## src/verilog/console_pkg.sv

```systemverilog
/*
 * Shared types and constants of the console housekeeping logic
 *   Byte, download address and ROM address types
 *   Cheat record, seen as 16 bytes or as four 32-bit fields
 *   Clock-enable phase sets, cartridge header size, download indexes
 */
`default_nettype none

package console_pkg;

	typedef logic [7:0]  byte_t;
	typedef logic [24:0] dl_addr_t;  // Host download address
	typedef logic [21:0] rom_addr_t; // Cartridge byte address

	// ==========================================================
	// Cheat record
	// ==========================================================
	// Fields are little-endian, byte offset 0 is the low flags byte
	typedef struct packed {
		logic [31:0] replace; // Offsets 12..15
		logic [31:0] compare; // Offsets 8..11
		logic [31:0] addr;    // Offsets 4..7
		logic [31:0] flags;   // Offsets 0..3
	} cheat_rec_t;

	typedef union packed {
		byte_t [15:0] b;      // Loader view, one byte per offset
		cheat_rec_t   rec;    // Core view
	} cheat_code_u;

	// ==========================================================
	// Clock-enable divider
	// ==========================================================
	localparam int CE_PHASES = 30;

	// One bit per phase, set where the enable is raised
	localparam logic [CE_PHASES-1:0] CE_CPU_PHASES = (30'd1 << 9) | (30'd1 << 24);
	localparam logic [CE_PHASES-1:0] CE_PIX_PHASES =
		(30'd1 << 9) | (30'd1 << 19) | (30'd1 << 29);

	// Download and cartridge constants
	localparam int          HEADER_BYTES = 512;    // Optional header in front of the ROM
	localparam logic [7:0]  CHEAT_INDEX  = 8'hFF;  // Cheat file download
	localparam logic [4:0]  GG_INDEX     = 5'd2;   // Handheld cartridge

endpackage

`default_nettype wire

```

## src/verilog/ce_divider.sv

```systemverilog
/*
 * Clock-enable divider
 *   30-phase counter on the system clock
 *   Registered CPU, video-processor, pixel and sprite enables
 */
`default_nettype none

module ce_divider (
	input  wire  clk_sys,
	input  wire  arst_n,
	output logic ce_cpu,
	output logic ce_vdp,
	output logic ce_pix,
	output logic ce_sp
);

	localparam int PW = $clog2(console_pkg::CE_PHASES);

	logic [PW-1:0] phase;

	// Phase counter, wraps at the end of the cycle
	always_ff @(posedge clk_sys or negedge arst_n) begin
		if (!arst_n) begin
			phase <= '0;
		end else if (phase == PW'(console_pkg::CE_PHASES - 1)) begin
			phase <= '0;
		end else begin
			phase <= phase + 1'b1;
		end
	end

	// ==========================================================
	// Enable decode, one cycle behind the phase
	// ==========================================================
	always_ff @(posedge clk_sys or negedge arst_n) begin
		if (!arst_n) begin
			ce_cpu <= 1'b0;
			ce_vdp <= 1'b0;
			ce_pix <= 1'b0;
			ce_sp  <= 1'b0;
		end else begin
			ce_cpu <= console_pkg::CE_CPU_PHASES[phase]; // Divide by 15
			ce_pix <= console_pkg::CE_PIX_PHASES[phase]; // Divide by 10
			ce_vdp <= (phase % 5) == 4;                  // Divide by 5
			ce_sp  <= phase[0];                          // Every other cycle
		end
	end

endmodule

`default_nettype wire

```

## src/verilog/cart_loader.sv

```systemverilog
/*
 * Cartridge loader
 *   ROM write toggle handshake with download back-pressure
 *   Address mask and header learning per download
 *   Combinational ROM read address translation
 */
`default_nettype none

module cart_loader #(
	parameter int ROM_AW = 22
) (
	input  wire                    clk_sys,
	input  wire                    arst_n,
	input  wire                    ioctl_download,
	input  console_pkg::byte_t     ioctl_index,
	input  wire                    ioctl_wr,
	input  console_pkg::dl_addr_t  ioctl_addr,
	input  console_pkg::byte_t     ioctl_dout,
	output logic                   ioctl_wait,
	output logic                   rom_wr,
	input  wire                    rom_wr_ack,
	output console_pkg::rom_addr_t rom_waddr,
	output console_pkg::byte_t     rom_wdata,
	input  console_pkg::rom_addr_t rom_raddr_in,
	output console_pkg::rom_addr_t rom_raddr,
	output logic                   gg_mode
);

	logic              cart_dl, cart_dl_q;
	logic              cart_wr;
	logic [ROM_AW-1:0] waddr;
	logic [ROM_AW-1:0] mask, mask512;
	logic              has_hdr;

	assign cart_dl = ioctl_download && (ioctl_index != console_pkg::CHEAT_INDEX);
	assign cart_wr = ioctl_wr && cart_dl;

	// ==========================================================
	// Write handshake
	// ==========================================================
	always_ff @(posedge clk_sys or negedge arst_n) begin
		if (!arst_n) begin
			cart_dl_q  <= 1'b0;
			ioctl_wait <= 1'b0;
			rom_wr     <= 1'b0;
			waddr      <= '0;
			gg_mode    <= 1'b0;
		end else begin
			cart_dl_q <= cart_dl;
			if (cart_wr) begin
				ioctl_wait <= 1'b1;
				rom_wr     <= ~rom_wr;     // New request for the memory
				gg_mode    <= ioctl_index[4:0] == console_pkg::GG_INDEX;
			end else if (ioctl_wait && (rom_wr == rom_wr_ack)) begin
				ioctl_wait <= 1'b0;        // Memory caught up
				waddr      <= waddr + 1'b1;
			end
			if (cart_dl && !cart_dl_q)
				waddr <= '0;               // New cartridge starts at 0
		end
	end

	// Learned cartridge geometry and write data
	always_ff @(posedge clk_sys) begin
		if (cart_wr) begin
			rom_wdata <= ioctl_dout;
			if (ioctl_addr == '0)
				mask <= '0;
			else
				mask <= mask | ioctl_addr[ROM_AW-1:0];
			// Same mask as if the header were not there
			if (ioctl_addr == console_pkg::dl_addr_t'(console_pkg::HEADER_BYTES))
				mask512 <= '0;
			else
				mask512 <= mask512 |
					(ioctl_addr[ROM_AW-1:0] - ROM_AW'(console_pkg::HEADER_BYTES));
		end
		if (cart_dl_q && !cart_dl)
			has_hdr <= ioctl_addr[9];      // Odd 512-byte count
	end

	assign rom_waddr = waddr;

	// Read address translation, skips the header when present
	assign rom_raddr = has_hdr ?
		(rom_raddr_in + ROM_AW'(console_pkg::HEADER_BYTES)) & mask512 :
		rom_raddr_in & mask;

endmodule

`default_nettype wire

```

## src/verilog/cheat_loader.sv

```systemverilog
/*
 * Cheat-code assembler
 *   Collects 16-byte cheat records from the download stream
 *   Record valid and cheat list reset pulses
 */
`default_nettype none

module cheat_loader (
	input  wire                      clk_sys,
	input  wire                      arst_n,
	input  wire                      ioctl_download,
	input  console_pkg::byte_t       ioctl_index,
	input  wire                      ioctl_wr,
	input  console_pkg::dl_addr_t    ioctl_addr,
	input  console_pkg::byte_t       ioctl_dout,
	output console_pkg::cheat_code_u cheat_code,
	output logic                     cheat_valid,
	output logic                     cheat_reset
);

	logic code_wr;
	logic last_byte;

	// Only downloads with the cheat index belong here
	assign code_wr   = ioctl_download && ioctl_wr &&
		(ioctl_index == console_pkg::CHEAT_INDEX);
	assign last_byte = &ioctl_addr[3:0];

	// ==========================================================
	// Record assembly
	// ==========================================================
	always_ff @(posedge clk_sys) begin
		if (code_wr)
			cheat_code.b[ioctl_addr[3:0]] <= ioctl_dout;
	end

	// Pulses, one cycle after the triggering write
	always_ff @(posedge clk_sys or negedge arst_n) begin
		if (!arst_n) begin
			cheat_valid <= 1'b0;
			cheat_reset <= 1'b0;
		end else begin
			cheat_valid <= code_wr && last_byte;  // Record complete
			// Any download restarting at 0 drops the old cheat list
			cheat_reset <= ioctl_download && ioctl_wr && (ioctl_addr == '0);
		end
	end

endmodule

`default_nettype wire

```

## src/verilog/backup_seq.sv

```systemverilog
/*
 * Backup-RAM sequencer
 *   Backup enable from the mounted save file
 *   Autosave pending flag
 *   Sector-by-sector load and save through the card interface
 */
`default_nettype none

module backup_seq #(
	parameter int SECTOR_BITS = 6
) (
	input  wire                clk_sys,
	input  wire                arst_n,
	input  wire                ioctl_download,
	input  console_pkg::byte_t ioctl_index,
	input  wire                img_mounted,
	input  wire                img_readonly,
	input  wire                img_size_nz,
	input  wire                osd_status,
	input  wire                autosave_en,
	input  wire                bk_load_req,
	input  wire                bk_save_req,
	input  wire                nvram_we,
	output logic [31:0]        sd_lba,
	output logic               sd_rd,
	output logic               sd_wr,
	input  wire                sd_ack,
	output logic               bk_busy,
	output logic               bk_loading,
	output logic               bk_pending
);

	logic                   cart_dl, cart_dl_q;
	logic                   bk_ena;
	logic                   save_req;
	logic                   load_q, save_q, ack_q;
	logic                   load_start, save_start, dl_end;
	logic [SECTOR_BITS-1:0] sector;

	assign cart_dl    = ioctl_download && (ioctl_index != console_pkg::CHEAT_INDEX);
	assign save_req   = bk_save_req || (bk_pending && osd_status && autosave_en);
	assign load_start = bk_load_req && bk_ena && !load_q;
	assign save_start = save_req && bk_ena && !save_q;
	assign dl_end     = cart_dl_q && !cart_dl && img_size_nz && bk_ena;
	assign sd_lba     = 32'(sector);

	// ==========================================================
	// Backup enable and pending flag
	// ==========================================================
	always_ff @(posedge clk_sys or negedge arst_n) begin
		if (!arst_n) begin
			cart_dl_q  <= 1'b0;
			bk_ena     <= 1'b0;
			bk_pending <= 1'b0;
		end else begin
			cart_dl_q <= cart_dl;
			if (cart_dl && !cart_dl_q)
				bk_ena <= 1'b0;
			// Save file is mounted by the end of the download
			if (cart_dl && img_mounted && !img_readonly)
				bk_ena <= 1'b1;
			if (bk_ena && !osd_status && nvram_we)
				bk_pending <= 1'b1;        // Game wrote its save RAM
			else if (bk_busy)
				bk_pending <= 1'b0;
		end
	end

	// ==========================================================
	// Sector transfer
	// ==========================================================
	always_ff @(posedge clk_sys or negedge arst_n) begin
		if (!arst_n) begin
			load_q     <= 1'b0;
			save_q     <= 1'b0;
			ack_q      <= 1'b0;
			sd_rd      <= 1'b0;
			sd_wr      <= 1'b0;
			bk_busy    <= 1'b0;
			bk_loading <= 1'b0;
			sector     <= '0;
		end else begin
			load_q <= bk_load_req && bk_ena;
			save_q <= save_req && bk_ena;
			ack_q  <= sd_ack;
			if (sd_ack && !ack_q) begin
				sd_rd <= 1'b0;             // Request taken
				sd_wr <= 1'b0;
			end
			if (!bk_busy) begin
				if (load_start || save_start || dl_end) begin
					bk_busy    <= 1'b1;
					bk_loading <= load_start || dl_end;  // Load wins a tie
					sector     <= '0;
					sd_rd      <= load_start || dl_end;
					sd_wr      <= !(load_start || dl_end);
				end
			end else if (ack_q && !sd_ack) begin
				if (&sector) begin
					bk_busy    <= 1'b0;    // Last sector done
					bk_loading <= 1'b0;
				end else begin
					sector <= sector + 1'b1;
					sd_rd  <= bk_loading;
					sd_wr  <= !bk_loading;
				end
			end
		end
	end

endmodule

`default_nettype wire

```

## src/verilog/console_glue_top.sv

```systemverilog
/*
 * Console housekeeping top level
 *   Clock enables, cartridge loader, cheat assembler, backup sequencer
 */
`default_nettype none

module console_glue_top #(
	parameter int ROM_AW      = 22,
	parameter int SECTOR_BITS = 6
) (
	input  wire                      clk_sys,
	input  wire                      arst_n,
	// Clock enables
	output logic                     ce_cpu,
	output logic                     ce_vdp,
	output logic                     ce_pix,
	output logic                     ce_sp,
	// Download bus
	input  wire                      ioctl_download,
	input  console_pkg::byte_t       ioctl_index,
	input  wire                      ioctl_wr,
	input  console_pkg::dl_addr_t    ioctl_addr,
	input  console_pkg::byte_t       ioctl_dout,
	output logic                     ioctl_wait,
	// ROM memory
	output logic                     rom_wr,
	input  wire                      rom_wr_ack,
	output console_pkg::rom_addr_t   rom_waddr,
	output console_pkg::byte_t       rom_wdata,
	input  console_pkg::rom_addr_t   rom_raddr_in,
	output console_pkg::rom_addr_t   rom_raddr,
	output logic                     gg_mode,
	// Cheats
	output console_pkg::cheat_code_u cheat_code,
	output logic                     cheat_valid,
	output logic                     cheat_reset,
	// Backup RAM and card
	input  wire                      img_mounted,
	input  wire                      img_readonly,
	input  wire                      img_size_nz,
	input  wire                      osd_status,
	input  wire                      autosave_en,
	input  wire                      bk_load_req,
	input  wire                      bk_save_req,
	input  wire                      nvram_we,
	output logic [31:0]              sd_lba,
	output logic                     sd_rd,
	output logic                     sd_wr,
	input  wire                      sd_ack,
	output logic                     bk_busy,
	output logic                     bk_loading,
	output logic                     bk_pending
);

	ce_divider u_ce (.clk_sys, .arst_n, .ce_cpu, .ce_vdp, .ce_pix, .ce_sp);

	cart_loader #(.ROM_AW(ROM_AW)) u_cart (
		.clk_sys, .arst_n,
		.ioctl_download, .ioctl_index, .ioctl_wr, .ioctl_addr, .ioctl_dout,
		.ioctl_wait, .rom_wr, .rom_wr_ack, .rom_waddr, .rom_wdata,
		.rom_raddr_in, .rom_raddr, .gg_mode
	);

	cheat_loader u_cheat (
		.clk_sys, .arst_n,
		.ioctl_download, .ioctl_index, .ioctl_wr, .ioctl_addr, .ioctl_dout,
		.cheat_code, .cheat_valid, .cheat_reset
	);

	// Backup sequencer sees only the download level and index
	backup_seq #(.SECTOR_BITS(SECTOR_BITS)) u_bk (
		.clk_sys, .arst_n,
		.ioctl_download, .ioctl_index,
		.img_mounted, .img_readonly, .img_size_nz, .osd_status, .autosave_en,
		.bk_load_req, .bk_save_req, .nvram_we,
		.sd_lba, .sd_rd, .sd_wr, .sd_ack,
		.bk_busy, .bk_loading, .bk_pending
	);

endmodule

`default_nettype wire

```

## config.mk

```make
export PLATFORM = sky130hd
export DESIGN_NAME = console_glue_top
export DESIGN_NICKNAME = d
export VERILOG_FILES = /design/src/verilog/console_pkg.sv /design/src/verilog/ce_divider.sv /design/src/verilog/cart_loader.sv /design/src/verilog/cheat_loader.sv /design/src/verilog/backup_seq.sv /design/src/verilog/console_glue_top.sv
export SDC_FILE = /design/constraint.sdc
export NUM_CORES = 1
export LEC_CHECK = 0
export BUFFER_PORTS_ARGS = -buffer_cell sky130_fd_sc_hd__buf_2
export CORE_MARGIN = 2
export CORE_UTILIZATION = 40
export DETAILED_ROUTE_END_ITERATION = 16
export SYNTH_ARGS = -nofsm -noshare
export SYNTH_HDL_FRONTEND = slang
export SYNTH_SLANG_ARGS = --single-unit
```

## constraint.sdc

```tcl
create_clock -name clk_sys -period 7.4 [get_ports clk_sys]
set_input_delay 1.48 -clock clk_sys [delete_from_list [all_inputs] [get_ports clk_sys]]
set_output_delay 1.48 -clock clk_sys [all_outputs]
set_load 0.05 [all_outputs]
```

### Word-level counts from Yosys, hierarchy flattened

Memory sizes are Yosys's and may differ from the RTL's. A register that Yosys moved wholly into a read port is not among the register bits.
Index checks and enable logic that the tools add are counted.

| cells by class | value |
|---|---|
| divide/modulo/power cells | 1 |
| add/sub/neg operators | 5 |
| $lt $le $gt $ge | 2 |
| bitwise gates (word level) | 5 |
| multiplexer cells | 36 |
| equal/unequal tests | 11 |
| reduce and logical (&&, ||, !) cells | 51 |

Operators by type and width:

| cell | number |
|---|---|
| 128-bit bitwise mux | 1 |
| 22-bit 2-to-1 mux | 4 |
| 22-bit AND | 2 |
| 22-bit OR | 2 |
| 8-bit demux with 4-bit select | 1 |
| 32-bit by 3-bit equality test with 1-bit output (second input constant) | 1 |
| 5-bit by 3-bit modulo with 32-bit output (second input constant) | 1 |
| 25-bit by 10-bit equality test with 1-bit output (second input constant) | 1 |
| 25-bit logical NOT | 1 |
| 1-bit logical AND | 24 |
| 1-bit 2-to-1 mux | 24 |
| 6-bit 2-to-1 mux | 4 |
| 22-bit by 1-bit adder with 22-bit output (second input constant) | 1 |
| 22-bit by 10-bit adder with 22-bit output (second input constant) | 1 |
| 22-bit by 10-bit subtractor with 22-bit output (second input constant) | 1 |
| 1-bit logical NOT | 12 |
| 2-bit nonzero test | 5 |
| 8-bit equality test (second input constant) | 1 |
| 8-bit 2-to-1 mux | 1 |
| 8-bit inequality test (second input constant) | 1 |
| 6-bit by 1-bit adder with 6-bit output (second input constant) | 1 |
| 2-bit inequality test (second input constant) | 3 |
| 3-bit AND reduction | 2 |
| 6-bit AND reduction | 1 |
| other kinds (12) | 15 |

| word-level totals | value |
|---|---|
| output and inout bits | 226 |
| memory bits (read-only) | 64 |
| bits of input ports | 77 |
| memories | 2 |
| logic and storage cells | 138 |
| flip-flop bits (word level) | 231 |

Memory list:

| name | depth | width | rd ports | clocked after memory_dff | wr ports | RTL line | RTL |
|---|---|---|---|---|---|---|---|
| (name not given) | 32 | 1 | 1 | 1 | 0 | ce_divider.sv:42 | `ce_cpu <= console_pkg::CE_CPU_PHASES[phase];` |
| (name not given) | 32 | 1 | 1 | 1 | 0 | ce_divider.sv:43 | `ce_pix <= console_pkg::CE_PIX_PHASES[phase];` |

### Depth between registers and ports, before layout

Gate-level depths: netlist of run 1.

| logic depth | value |
|---|---|
| depth after elaboration | 10 |
| gate-level depth with buffers | 16 |
| depth with buffers taken out | 15 |

### Hierarchy

A second synthesis of run 1 with hierarchy kept.

| second synthesis, totals | value |
|---|---|
| cells, all modules | 834 |
| area, all modules | 10533.9 µm² |

Modules (own cells, without submodules):

| module | area each (µm²) | times used | sequential area each (µm²) | cells each |
|---|---|---|---|---|
| cart_loader | 4345.4 | 1 | 2242.2 | 439 |
| cheat_loader | 4149.0 | 1 | 3893.7 | 170 |
| backup_seq | 1029.7 | 1 | 400.4 | 107 |
| ce_divider | 1009.7 | 1 | 225.2 | 118 |

### Least setup slack after synthesis of run 1

No wires, ideal clock.

| path | value |
|---|---|
| kind | input port to output port |
| from | input port rom_raddr_in[9] |
| to | output port rom_raddr[15] |
| buffers on the path | 0 |
| arrival | 3.177 ns |
| setup slack | 2.743 ns |
| cell stages on the path | 4 |
| data required time | 5.920 ns |
| cell sequence | ha_1 nand3_1 o22ai_1 a221oi_1 |

| on the way | value |
|---|---|
| cells in the longest elaborated chain, start to end | 3 |

RTL lines:

| element | RTL line | RTL |
|---|---|---|
| start, declared | console_glue_top.sv:30 | `input console_pkg::rom_addr_t rom_raddr_in,` |
| 22-bit by 10-bit adder with 22-bit output | cart_loader.sv:86 | `(rom_raddr_in + ROM_AW'(console_pkg::HEADER_BYTES)) & mask512 :` |
| 22-bit AND | cart_loader.sv:86 |  |
| 22-bit 2-to-1 mux | cart_loader.sv:85 | `assign rom_raddr = has_hdr ?` |
| end, declared | console_glue_top.sv:31 | `output console_pkg::rom_addr_t rom_raddr,` |

Every way passes these cells.

### Worst setup path after layout of run 1

| path | value |
|---|---|
| from | input port rom_raddr_in[11] |
| to | output port rom_raddr[20] |

Same word-level chain as after synthesis.

==> summary.md, run 1 <==
| Metric | Value |
|---|---|
| Status | `completed` |
| Final Cell Area | `12,300 um2` |
| Final hold vios | `0` |
| FFs w/ async S/R, synth | `22.3%` |
| Crit path DAT | `3.10 ns` |
| PostCTS Resize Cnt | `0` |
| TritonCTS clock tree | `built` |
| Crit Path Category | `primary input to output port` |
| Slew margin rel. | `23.4%` |
| Clk_skew | `0.00485 ns` |
| Setup bufs post-CTS | `0` |
| Switch Pwr | `820 uW` |
| Syn_area_per_cell | `12.7 um2` |
| Post-synthesis sequential area ratio | `68.8%` |
| DRC Markers | `0` |
| Post-synth EDFFs | `181` |
| Area leader, netlist | `edfxtp_1` |
| Total clock buffers created by CTS | `26` |
| H-tree Lvls | `1` |
| Hold buffer count at cts | `0` |
| Global Route Usage Sum | `18.2%` |
| Final period utilization | `62.0%` |
| First-pass GRT wire length | `36.9 mm` |
| Io pins | `303` |
| Final Max Tran Viols | `0` |
| Die area | `25,800 um2` |
| Setup_tns | `0 ns` |
| Die width | `160 um` |
| Violation count after the first detailed-routing iteration | `484` |
| Final non-filler cell total | `1,407` |
| Gate Count Post-Synth | `769` |
| F_max | `0.218 GHz` |
| Placed cells | `1,356` |
| Post-DP HPWL | `16.7 mm` |
| Final WL | `24.1 mm` |
| Overflow after GRT | `0` |
| Commonest non-fill, non-tap cell in the layout | `buf_2` |
| Final weighted congestion in routability-driven placement | `0.857` |
| Clock transition at path regs | `0.06 ns` |
| Seq cells post-synth | `233` |
| Row cnt | `57` |
| WL per Instance | `17.1 um` |
| Share of cells above drive strength 1 | `31.2%` |
| Worst path required time | `5.92 ns` |
| DP Area | `11,500 um2` |
| Via density per instance | `4.83` |
| Total number of vias | `6,801` |
| IO Port Bufs | `276` |
| Most frequent cells in the layout | `buf_2 (276), edfxtp_1 (181), nor2_1 (147), dfrtp_1 (52), nand2_1 (51)` |
| Switching Fraction | `26.4%` |
| Synthesis Warnings | `0` |
| Area of the mapped netlist | `9790 um2` |
| CP startpoint kind | `primary input` |
| LEAKAGE | `0.00512 uW` |
| Synth area leaders | `edfxtp_1 (56%), dfrtp_1 (13%), nor2_1 (5.6%), xor2_1 (2.5%), buf_4 (2.1%)` |
| Finish-stage setup viols | `0` |
| Core Util, Final | `50.9%` |
| Int Pwr | `2290 uW` |
| Clock Power Share | `40.4%` |
| Initial antenna violation count | `2` |
| Clock root buffer | `clkbuf_16` |
| Die Y | `160 um` |
| Tightest Hold Check Type | `register to register` |
| Core box area | `24,200 um2` |
| Post-synth cell types | `55` |
| Worst Tran Pin Value | `1.15 ns` |
| Minimum clock period | `4.58 ns` |
| Synth top area share | `55.5%` |
| DRT antenna net count | `0` |
| Layout fillers | `2,176` |
| Top_reg_cell synth | `edfxtp_1` |
| Area taken by multi-input logic gates | `2810 um2` |
| Initial Util | `40.5%` |
| Combinational share of power | `11.6%` |
| Crit end category | `output port` |
| Largest net degree at the start of global routing | `53` |
| Vias in the first global route | `6,476` |
| Power share of the sequential group | `48.0%` |
| Max VDD drop | `0.000156 V` |
| Clk Latency, worst-skew pair | `0.51 ns` |
| Max cap viols | `0` |
| Register area | `6740 um2` |
| RSZ-0062 raised after global routing | `false` |
| Worst-path fanout max | `5` |
| Pwr/cell area | `253 nW/um2` |
| Pre-Repair DR Iteration Count | `7` |
| NumNets Final | `1,152` |
| CTS Sinks | `233` |
| Syn-to-layout area delta | `25.6%` |
| Clock Path Buffers | `3` |
[power by group through the flow]
stage / Combinational, uW / Clock, uW / Sequential, uW
2_1_floorplan: 155 / 0 / 1620
3_3_place_gp: 362 / 0 / 1520
3_5_place_dp: 364 / 0 / 1520
4_1_cts: 364 / 1280 / 1490
5_1_grt: 386 / 1340 / 1500
6_report: 361 / 1250 / 1490
[stage by stage]
stage	setup WS, ns	hold WS [ns]	power [uW]
floorplan	2.74	0.492	1780
global placement	2.81	0.465	1880
detailed placement	2.79	0.473	1880
CTS	2.78	0.487	3140
global route	2.53	0.521	3220
finish	2.82	0.484	3110
[synthesized netlist by cell type (14+ instances only)]
cell	n
mux2i_1	16
nor2_1	147
o21ai_0	25
a21oi_1	15
dfrtp_1	52
inv_1	20
nor2b_1	16
ha_1	14
xnor2_1	18
nand3_1	32
xor2_1	28
nand2_1	51
clkbuf_1	15
edfxtp_1	181
buf_4	28
[layer usage]
metal	up-vias	wire length (um)	track usage (%)
met2	207	11500	29.8
met5	-	0	0
met3	47	1700	4.55
li1	3277	-	-
met4	0	709	6.14
met1	3270	10200	23.8
[registers in the layout (all words and copies together) (netlist names), 5 cells and up]
signal and count:
u_cart.rom_wdata 8, u_cart.mask 22, u_cart.mask512 22, u_cheat.cheat_code 128, u_cart.rom_waddr 22, u_bk.sector 6
u_ce.phase 5
[cell families after synthesis]
group	after synthesis	synth area share, %
AOI/OAI and AO/OA	68	4.34
xor gates and xnor gates	46	4.11
adders and majority gates	14	1.79
buffers and inverters	64	3.60
DFF	233	68.8
muxes	17	1.75
other	1	0.0383
and+or+nand+nor	326	15.6
[cell type report]
| class | count | share of cell area (%) |
|---|---|---|
| flip-flops and latches | 233 | 54.8 |
| clock buffers | 33 | 5.76 |
| repair buffers | 283 | 11.7 |
| well taps | 324 | 3.30 |
| multi-input cells | 497 | 22.8 |
| clock inverters | 15 | 1.03 |
| inverters | 20 | 0.610 |
| diodes | 2 | 0.0407 |
[path summary, 6_finish.rpt]
| kind | from | end | slack (ns) | cells after the start |
|---|---|---|---|---|
| min reg2reg | u_cart.gg_mode | u_cart.gg_mode | 0.48 | 2 |
| max in group asynchronous | arst_n | u_ce.ce_cpu | 5.85 | 2 |
| max | rom_raddr_in[11] | rom_raddr[20] | 2.82 | 8 |
| min | u_cart.gg_mode | u_cart.gg_mode | 0.48 | 2 |
| min in group asynchronous | arst_n | u_cart.rom_waddr[6] | 1.09 | 2 |
| max reg2reg | u_ce.phase[4] | u_ce.ce_vdp | 3.60 | 14 |
[critical path, cell delays in order]
cell,delay (ns)
buf_2,0.13
nand3_1,0.16
nor4_1,0.52
nand3_1,0.18
xnor2_1,0.18
nand3_1,0.09
o21ai_0,0.09
buf_2,0.28
Power figures use the tool's default switching activity.
==> run 2: changes to the inputs <==
--- a/config.mk
+++ b/config.mk
@@ -5,10 +5,12 @@
 export SDC_FILE = /design/constraint.sdc
 export NUM_CORES = 1
 export LEC_CHECK = 0
+export ABC_AREA = 1
 export BUFFER_PORTS_ARGS = -buffer_cell sky130_fd_sc_hd__buf_2
 export CORE_MARGIN = 2
 export CORE_UTILIZATION = 40
 export DETAILED_ROUTE_END_ITERATION = 16
+export PLACE_DENSITY = 0.67
 export SYNTH_ARGS = -nofsm -noshare
 export SYNTH_HDL_FRONTEND = slang
 export SYNTH_SLANG_ARGS = --single-unit
==> constraint.sdc (replaced) <==
create_clock -name clk_sys -period 4.2 [get_ports clk_sys]
set_input_delay 0.84 -clock clk_sys [delete_from_list [all_inputs] [get_ports clk_sys]]
set_output_delay 0.84 -clock clk_sys [all_outputs]
set_load 0.05 [all_outputs]
==> summary.md, run 2 <==
| Metric | Value |
|---|---|
| Final hold vios | `0 (unchanged)` |
| Post-synth top cells | `edfxtp_1 (181), nor2_1 (137), inv_1 (131)` |
| Max VDD drop | `0.000466 V (+200%)` |
| Switching Fraction | `28.0% (+1.6 points)` |
| Top_reg_cell synth | `edfxtp_1` |
| WHS | `0.328 ns (-0.155 ns)` |
| Worst-path fanout max | `4 (-1)` |
| FFs w/ async S/R, synth | `22.3% (unchanged)` |
| IO Port Bufs | `276 (unchanged)` |
| Placed cells | `1,536 (+13%)` |
| Crit end category | `output port` |
| Io pins | `303 (unchanged)` |
| Crit-path cells | `buf_2, ha_1, inv_1, nor3_1, inv_1, nor4_1, buf_4, nand4_1, nor2_1, xor2_1, o32ai_1, buf_2` |
| Final period utilization | `88.0%` |
| Die area | `26,800 um2 (+4.0%)` |
| Global Route Usage Sum | `18.1% (-0.11 points)` |
| Finish-stage setup viols | `0 (unchanged)` |
| Worst Tran Pin Value | `0.914 ns (-0.233 ns)` |
| Total number of vias | `7,660 (+13%)` |
| Row cnt | `58 (+1.8%)` |
| Synth area leaders | `edfxtp_1 (53%), dfrtp_1 (13%), nor2_1 (5.0%), inv_1 (4.8%), nand2_1 (4.4%)` |
| Final non-filler cell total | `1,581 (+12%)` |
| Most frequent cells in the layout | `buf_2 (276), edfxtp_1 (181), nor2_1 (137), inv_1 (130), nand2_1 (120)` |
| LEAKAGE | `0.00556 uW (+8.6%)` |
| Commonest non-fill, non-tap cell in the layout | `buf_2` |
| Violation count after the first detailed-routing iteration | `616 (+27%)` |
| Post-DP HPWL | `18.4 mm (+10%)` |
| Initial antenna violation count | `1 (-1)` |
| Clock root buffer | `clkbuf_16` |
| Overflow after GRT | `0 (unchanged)` |
| Setup_tns | `0 ns (unchanged)` |
| PostCTS Resize Cnt | `0 (unchanged)` |
| Minimum clock period | `3.70 ns` |
| Gate Count Post-Synth | `932 (+21%)` |
| Max cap viols | `0 (unchanged)` |
| Synthesis Warnings | `0 (unchanged)` |
| Share of cells above drive strength 1 | `28.8% (-2.4 points)` |
| Area leader, netlist | `edfxtp_1` |
| RSZ-0062 raised after global routing | `false` |
| NumNets Final | `1,323 (+15%)` |
| Syn_area_per_cell | `10.9 um2 (-14%)` |
| Crit path max-delay family | `simple AND/OR/NAND/NOR gates` |
| Pre-Repair DR Iteration Count | `5 (-2)` |
| Synth top area share | `53.3% (-2.2 points)` |
| Core box area | `25,100 um2 (+3.9%)` |
| Clock Power Share | `38.0% (-2.4 points)` |
| Status | `completed` |
| Post-synth cell types | `46 (-16%)` |
| Crit path DAT | `2.86 ns (-0.24 ns)` |
| Total clock buffers created by CTS | `24 (-7.7%)` |
| Pwr/cell area | `426 nW/um2 (+69%)` |
| Switch Pwr | `1510 uW (+85%)` |
| Clk_skew | `0.00760 ns (+0.00275 ns)` |
| Post-synth EDFFs | `181 (unchanged)` |
| Initial Util | `40.6% (+0.091 points)` |
| Seq cells post-synth | `233 (unchanged)` |
| Syn-to-layout area delta | `24.4%` |
| DP Area | `11,900 um2 (+4.1%)` |
| TritonCTS clock tree | `built` |
| CTS Sinks | `233 (unchanged)` |
| Crit-path max cell delay | `0.32 ns (-0.20 ns)` |
| CP startpoint kind | `primary input` |
| Max reg flops | `128 (unchanged)` |
| Largest net degree at the start of global routing | `39 (-26%)` |
| Crit Path Category | `primary input to output port` |
| H-tree Lvls | `1 (unchanged)` |
| Clk Latency, worst-skew pair | `0.52 ns (about the same)` |
| Tightest Hold Check Type | `primary input to asynchronous set/reset pin` |
| Worst path required time | `3.36 ns (-2.56 ns)` |
| Vias in the first global route | `7,095 (+9.6%)` |
| Die Y | `164 um (+2.0%)` |
| Via density per instance | `4.85 (+0.23%)` |
| Final Power | `5410 uW (+74%)` |
| Final WL | `24.9 mm (+3.4%)` |
| DRT antenna net count | `0 (unchanged)` |
| Post-synthesis sequential area ratio | `66.1% (-2.7 points)` |
| Final weighted congestion in routability-driven placement | `0.869 (+1.4%)` |
| Area of the mapped netlist | `10,200 um2 (+4.1%)` |
| Final Cell Area | `12,700 um2 (+3.1%)` |
| Worst R2R Setup Slack | `1.34 ns (-2.26 ns)` |
| Clock transition at path regs | `0.07 ns (about the same)` |
| F_max | `0.271 GHz` |
| Hold buffer count at cts | `0 (unchanged)` |
| First-pass GRT wire length | `38.3 mm (+3.8%)` |
| DRC Markers | `0 (unchanged)` |
| Crit-path slowest cell | `nor4_1` |
| Power share of the sequential group | `48.8% (+0.8 points)` |
| Int Pwr | `3890 uW (+70%)` |
| Count leader, synth | `edfxtp_1` |
| Buf/Inv on CP | `5 (+3)` |
| Final Max Tran Viols | `0 (unchanged)` |
| Setup bufs post-CTS | `0 (unchanged)` |
| Slew margin rel. | `39.0% (+16 points)` |
| Die width | `164 um (+2.0%)` |
| Clock Path Buffers | `3 (unchanged)` |
| Combinational share of power | `13.2% (+1.6 points)` |
| WL per Instance | `15.8 um (-8.0%)` |
-- run 2: changes by cell type in the layout (fill, tap and decap cells not counted), sizes merged, moves of 17 or more --
cell	change
inv	+113
nand2	+83
a21oi	+36
xor2	-19
nand3	+17
xnor2	-17
-- run 2: cell type report --
cell class              count  area, um2
fillers                  2321      12400
flip-flops and latches    233       6740
multi-input cells         551       2800
repair buffers            287       1460
clock buffers              29        641
inverters                 135        507
well taps                 330        413
clock inverters            15        126
diodes                      1       2.50
-- run 2: metal layers --
| metal | track usage [%] | wire length (um) | up-vias | part of all wire (%) |
|---|---|---|---|---|
| met4 | 4.19 | 470 | 0 | 1.9 |
| met1 | 24.5 | 10800 | 3602 | 43 |
| met2 | 30.4 | 11900 | 302 | 48 |
| met5 | 0 | 0 | - | 0 |
| li1 | - | - | 3718 | - |
| met3 | 3.17 | 1750 | 38 | 7.0 |
-- run 2: final timing paths --
check / from / to / cells after the start
max: rom_raddr_in[9] / rom_raddr[21] / 12
min: arst_n / u_bk.sector[1] / 1
max reg2reg: u_ce.phase[3] / u_ce.ce_vdp / 23
min reg2reg: u_cart.gg_mode / u_cart.gg_mode / 2
max in group asynchronous: arst_n / u_ce.ce_vdp / 2
min in group clk_sys: sd_ack / u_bk.ack_q / 1
-- run 2: kinds of logic after synthesis --
logic type                 share of synthesized area, %
buffers and inverters                              7.56
adders and majority gates                          1.72
and+or+nand+nor                                    17.2
AOI/OAI and AO/OA                                  6.51
other                                            0.0368
DFF                                                66.1
xor gates and xnor gates                          0.859
-- run 2: through the flow --
stage          worst slack [ns]  utilization [%]
2_1_floorplan             0.667                -
3_3_place_gp              0.563             47.5
3_5_place_dp              0.506             47.5
4_1_cts                   0.516             50.5
5_1_grt                   0.364             50.5
6_report                  0.504             50.5
-- run 2: power groups by stage --
stage / Clock (uW) / Sequential, uW / Combinational, uW
6_report: 2050 / 2640 / 715
4_1_cts: 2110 / 2640 / 721
3_3_place_gp: 0 / 2680 / 712
2_1_floorplan: 0 / 2890 / 304
3_5_place_dp: 0 / 2680 / 721
5_1_grt: 2220 / 2650 / 772
==> run 3: changes to the inputs <==
--- a/config.mk
+++ b/config.mk
@@ -10,7 +10,7 @@
 export CORE_MARGIN = 2
 export CORE_UTILIZATION = 40
 export DETAILED_ROUTE_END_ITERATION = 16
-export PLACE_DENSITY = 0.67
+export RECOVER_POWER = 25
 export SYNTH_ARGS = -nofsm -noshare
 export SYNTH_HDL_FRONTEND = slang
 export SYNTH_SLANG_ARGS = --single-unit
==> constraint.sdc (replaced) <==
create_clock -name clk_sys -period 4.5 [get_ports clk_sys]
set_input_delay 0.9 -clock clk_sys [delete_from_list [all_inputs] [get_ports clk_sys]]
set_output_delay 0.9 -clock clk_sys [all_outputs]
set_load 0.05 [all_outputs]
==> summary.md, run 3 (synthesis results as in run 2) <==
| Metric | Value |
|---|---|
| Crit-path max cell delay | `0.48 ns (+0.16 ns)` |
| CP startpoint kind | `primary input` |
| Row cnt | `58 (unchanged)` |
| Crit path max-delay family | `simple AND/OR/NAND/NOR gates` |
| Max reg flops | `128 (unchanged)` |
| Setup bufs post-CTS | `0 (unchanged)` |
| Commonest non-fill, non-tap cell in the layout | `buf_2` |
| Largest net degree at the start of global routing | `53 (+36%)` |
| Pwr/cell area | `418 nW/um2 (-1.9%)` |
| Total clock buffers created by CTS | `26 (+8.3%)` |
| Hold buffer count at cts | `0 (unchanged)` |
| Worst-path fanout max | `4 (unchanged)` |
| Crit-path slowest cell | `nor4_1` |
| LEAKAGE | `0.00558 uW (+0.24%)` |
| Final Max Tran Viols | `53 (+53)` |
| Max VDD drop | `0.000254 V (-46%)` |
| Die width | `164 um (unchanged)` |
| Initial Util | `40.6% (unchanged)` |
| F_max | `0.249 GHz` |
| IO Port Bufs | `276 (unchanged)` |
| Total number of vias | `7,621 (-0.51%)` |
| Pre-Repair DR Iteration Count | `7 (+2)` |
| Clock transition at path regs | `0.06 ns (about the same)` |
| Finish-stage setup viols | `0 (unchanged)` |
| Overflow after GRT | `0 (unchanged)` |
| DRC Markers | `0 (unchanged)` |
| Post-DP HPWL | `18.5 mm (+0.66%)` |
| Setup_tns | `0 ns (unchanged)` |
| Die Y | `164 um (unchanged)` |
| NumNets Final | `1,320 (-0.23%)` |
| Top sig layer | `met4` |
| Failing checks | `max-capacitance violations, max-slew violations` |
| Syn-to-layout area delta | `25.2%` |
| Worst Tran Pin Value | `2.85 ns (+1.93 ns)` |
| PostCTS Resize Cnt | `0 (unchanged)` |
| Max cap viols | `1 (+1)` |
| RSZ-0062 raised after global routing | `false` |
| Clk_skew | `0.00666 ns (-0.000946 ns)` |
| First-pass GRT wire length | `38.2 mm (-0.22%)` |
| Final weighted congestion in routability-driven placement | `0.822 (-5.4%)` |
| Most frequent cells in the layout | `buf_2 (266), edfxtp_1 (181), nor2_1 (137), inv_1 (130), nand2_1 (120)` |
| CTS Sinks | `233 (unchanged)` |
| WL per Instance | `15.9 um (+1.2%)` |
| Vias in the first global route | `7,130 (+0.49%)` |
| Crit-path cells | `buf_2, ha_1, inv_1, nor3_1, inv_1, nor4_1, nand4_1, nor2_1, xor2_1, o32ai_1, buf_2` |
| Status | `complete, but fails checks` |
| Final period utilization | `89.1%` |
| Final non-filler cell total | `1,577 (-0.25%)` |
| Routed length on met1 | `11.0 mm (+1.3%)` |
| Die area | `26,800 um2 (unchanged)` |
| Crit Path Category | `primary input to output port` |
| Global Route Usage Sum | `18.2% (+0.084 points)` |
| Crit path DAT | `3.11 ns (+0.25 ns)` |
| Diode count | `0 (-1)` |
| Violation count after the first detailed-routing iteration | `691 (+12%)` |
| WL met2 | `12.0 mm (+1.5%)` |
| Io pins | `303 (unchanged)` |
| Slew margin rel. | `-90.0% (-130 points)` |
| Via density per instance | `4.83 (-0.26%)` |
| DRT antenna net count | `0 (unchanged)` |
| Final hold vios | `0 (unchanged)` |
| Share of cells above drive strength 1 | `27.8% (-0.97 points)` |
| Met3 Wirelength | `1.88 mm (+7.1%)` |
| Final WL | `25.1 mm (+0.96%)` |
| Buf/Inv on CP | `4 (-1)` |
| Layout fillers | `2,338 (+0.73%)` |
| Initial antenna violation count | `0 (-1)` |
| Clk Latency, worst-skew pair | `0.52 ns (about the same)` |
| Worst path required time | `3.60 ns (+0.24 ns)` |
| Core box area | `25,100 um2 (unchanged)` |
| Clock root buffer | `clkbuf_16` |
| Tightest Hold Check Type | `register to register` |
| TritonCTS clock tree | `built` |
| H-tree Lvls | `1 (unchanged)` |
| Crit end category | `output port` |
| Placed cells | `1,531 (-0.33%)` |
| Minimum clock period | `4.01 ns` |
| Clock Path Buffers | `3 (unchanged)` |
run 3: metrics by stage:
| stage | total power [uW] | util, % | instance area [um2] | hold WS, ns | setup WS (ns) |
|---|---|---|---|---|---|
| CTS | 5400 | 50.9 | 12800 | 0.479 | 0.557 |
| detailed placement | 3180 | 47.3 | 11900 | 0.473 | 0.567 |
| global placement | 3170 | 47.3 | 11900 | 0.477 | 0.596 |
| finish | 5340 | 50.8 | 12800 | 0.492 | 0.489 |
| global route | 5560 | 50.8 | 12800 | 0.503 | 0.363 |
| floorplan | 2980 | - | 10300 | 0.465 | 0.847 |
run 3: worst paths after layout:
path	start	endpoint	slack [ns]	cells after the start
min in group asynchronous	arst_n	u_cart.rom_waddr[15]	1.39	2
setup reg to reg	u_ce.phase[3]	u_ce.ce_vdp	1.71	23
setup / recovery	rom_raddr_in[9]	rom_raddr[21]	0.49	11
max in group asynchronous	arst_n	u_ce.ce_cpu	1.49	2
hold reg to reg	u_cart.gg_mode	u_cart.gg_mode	0.49	2
hold / removal	u_cart.gg_mode	u_cart.gg_mode	0.49	2
run 3: power breakdown:
group	internal, uW	switching (uW)
Combinational	148	520
Sequential	2400	60.2
Clock	1380	831
Total	3930	1410
run 3: metal layers:
layer / track usage, % / vias to the layer above
met5: 0 / -
met4: 4.11 / 0
met3: 3.20 / 22
met2: 30.8 / 299
met1: 24.5 / 3598
li1: - / 3702
run 3: tightest hold or removal path, cell delays in order (launching register included):
cell	delay, ns
dfrtp_1	0.34
nand2_1	0.05
o21ai_0	0.06
run 3: layout make-up:
cell class	instances	area, um2	area share [%]
Sequential cell	233	6740	52.8
Multi-Input combinational cell	551	2800	21.9
Timing Repair Buffer	282	1410	11.0
Clock buffer	30	687	5.38
Inverter	135	507	3.97
Tap cell	330	413	3.23
Clock inverter	16	216	1.70
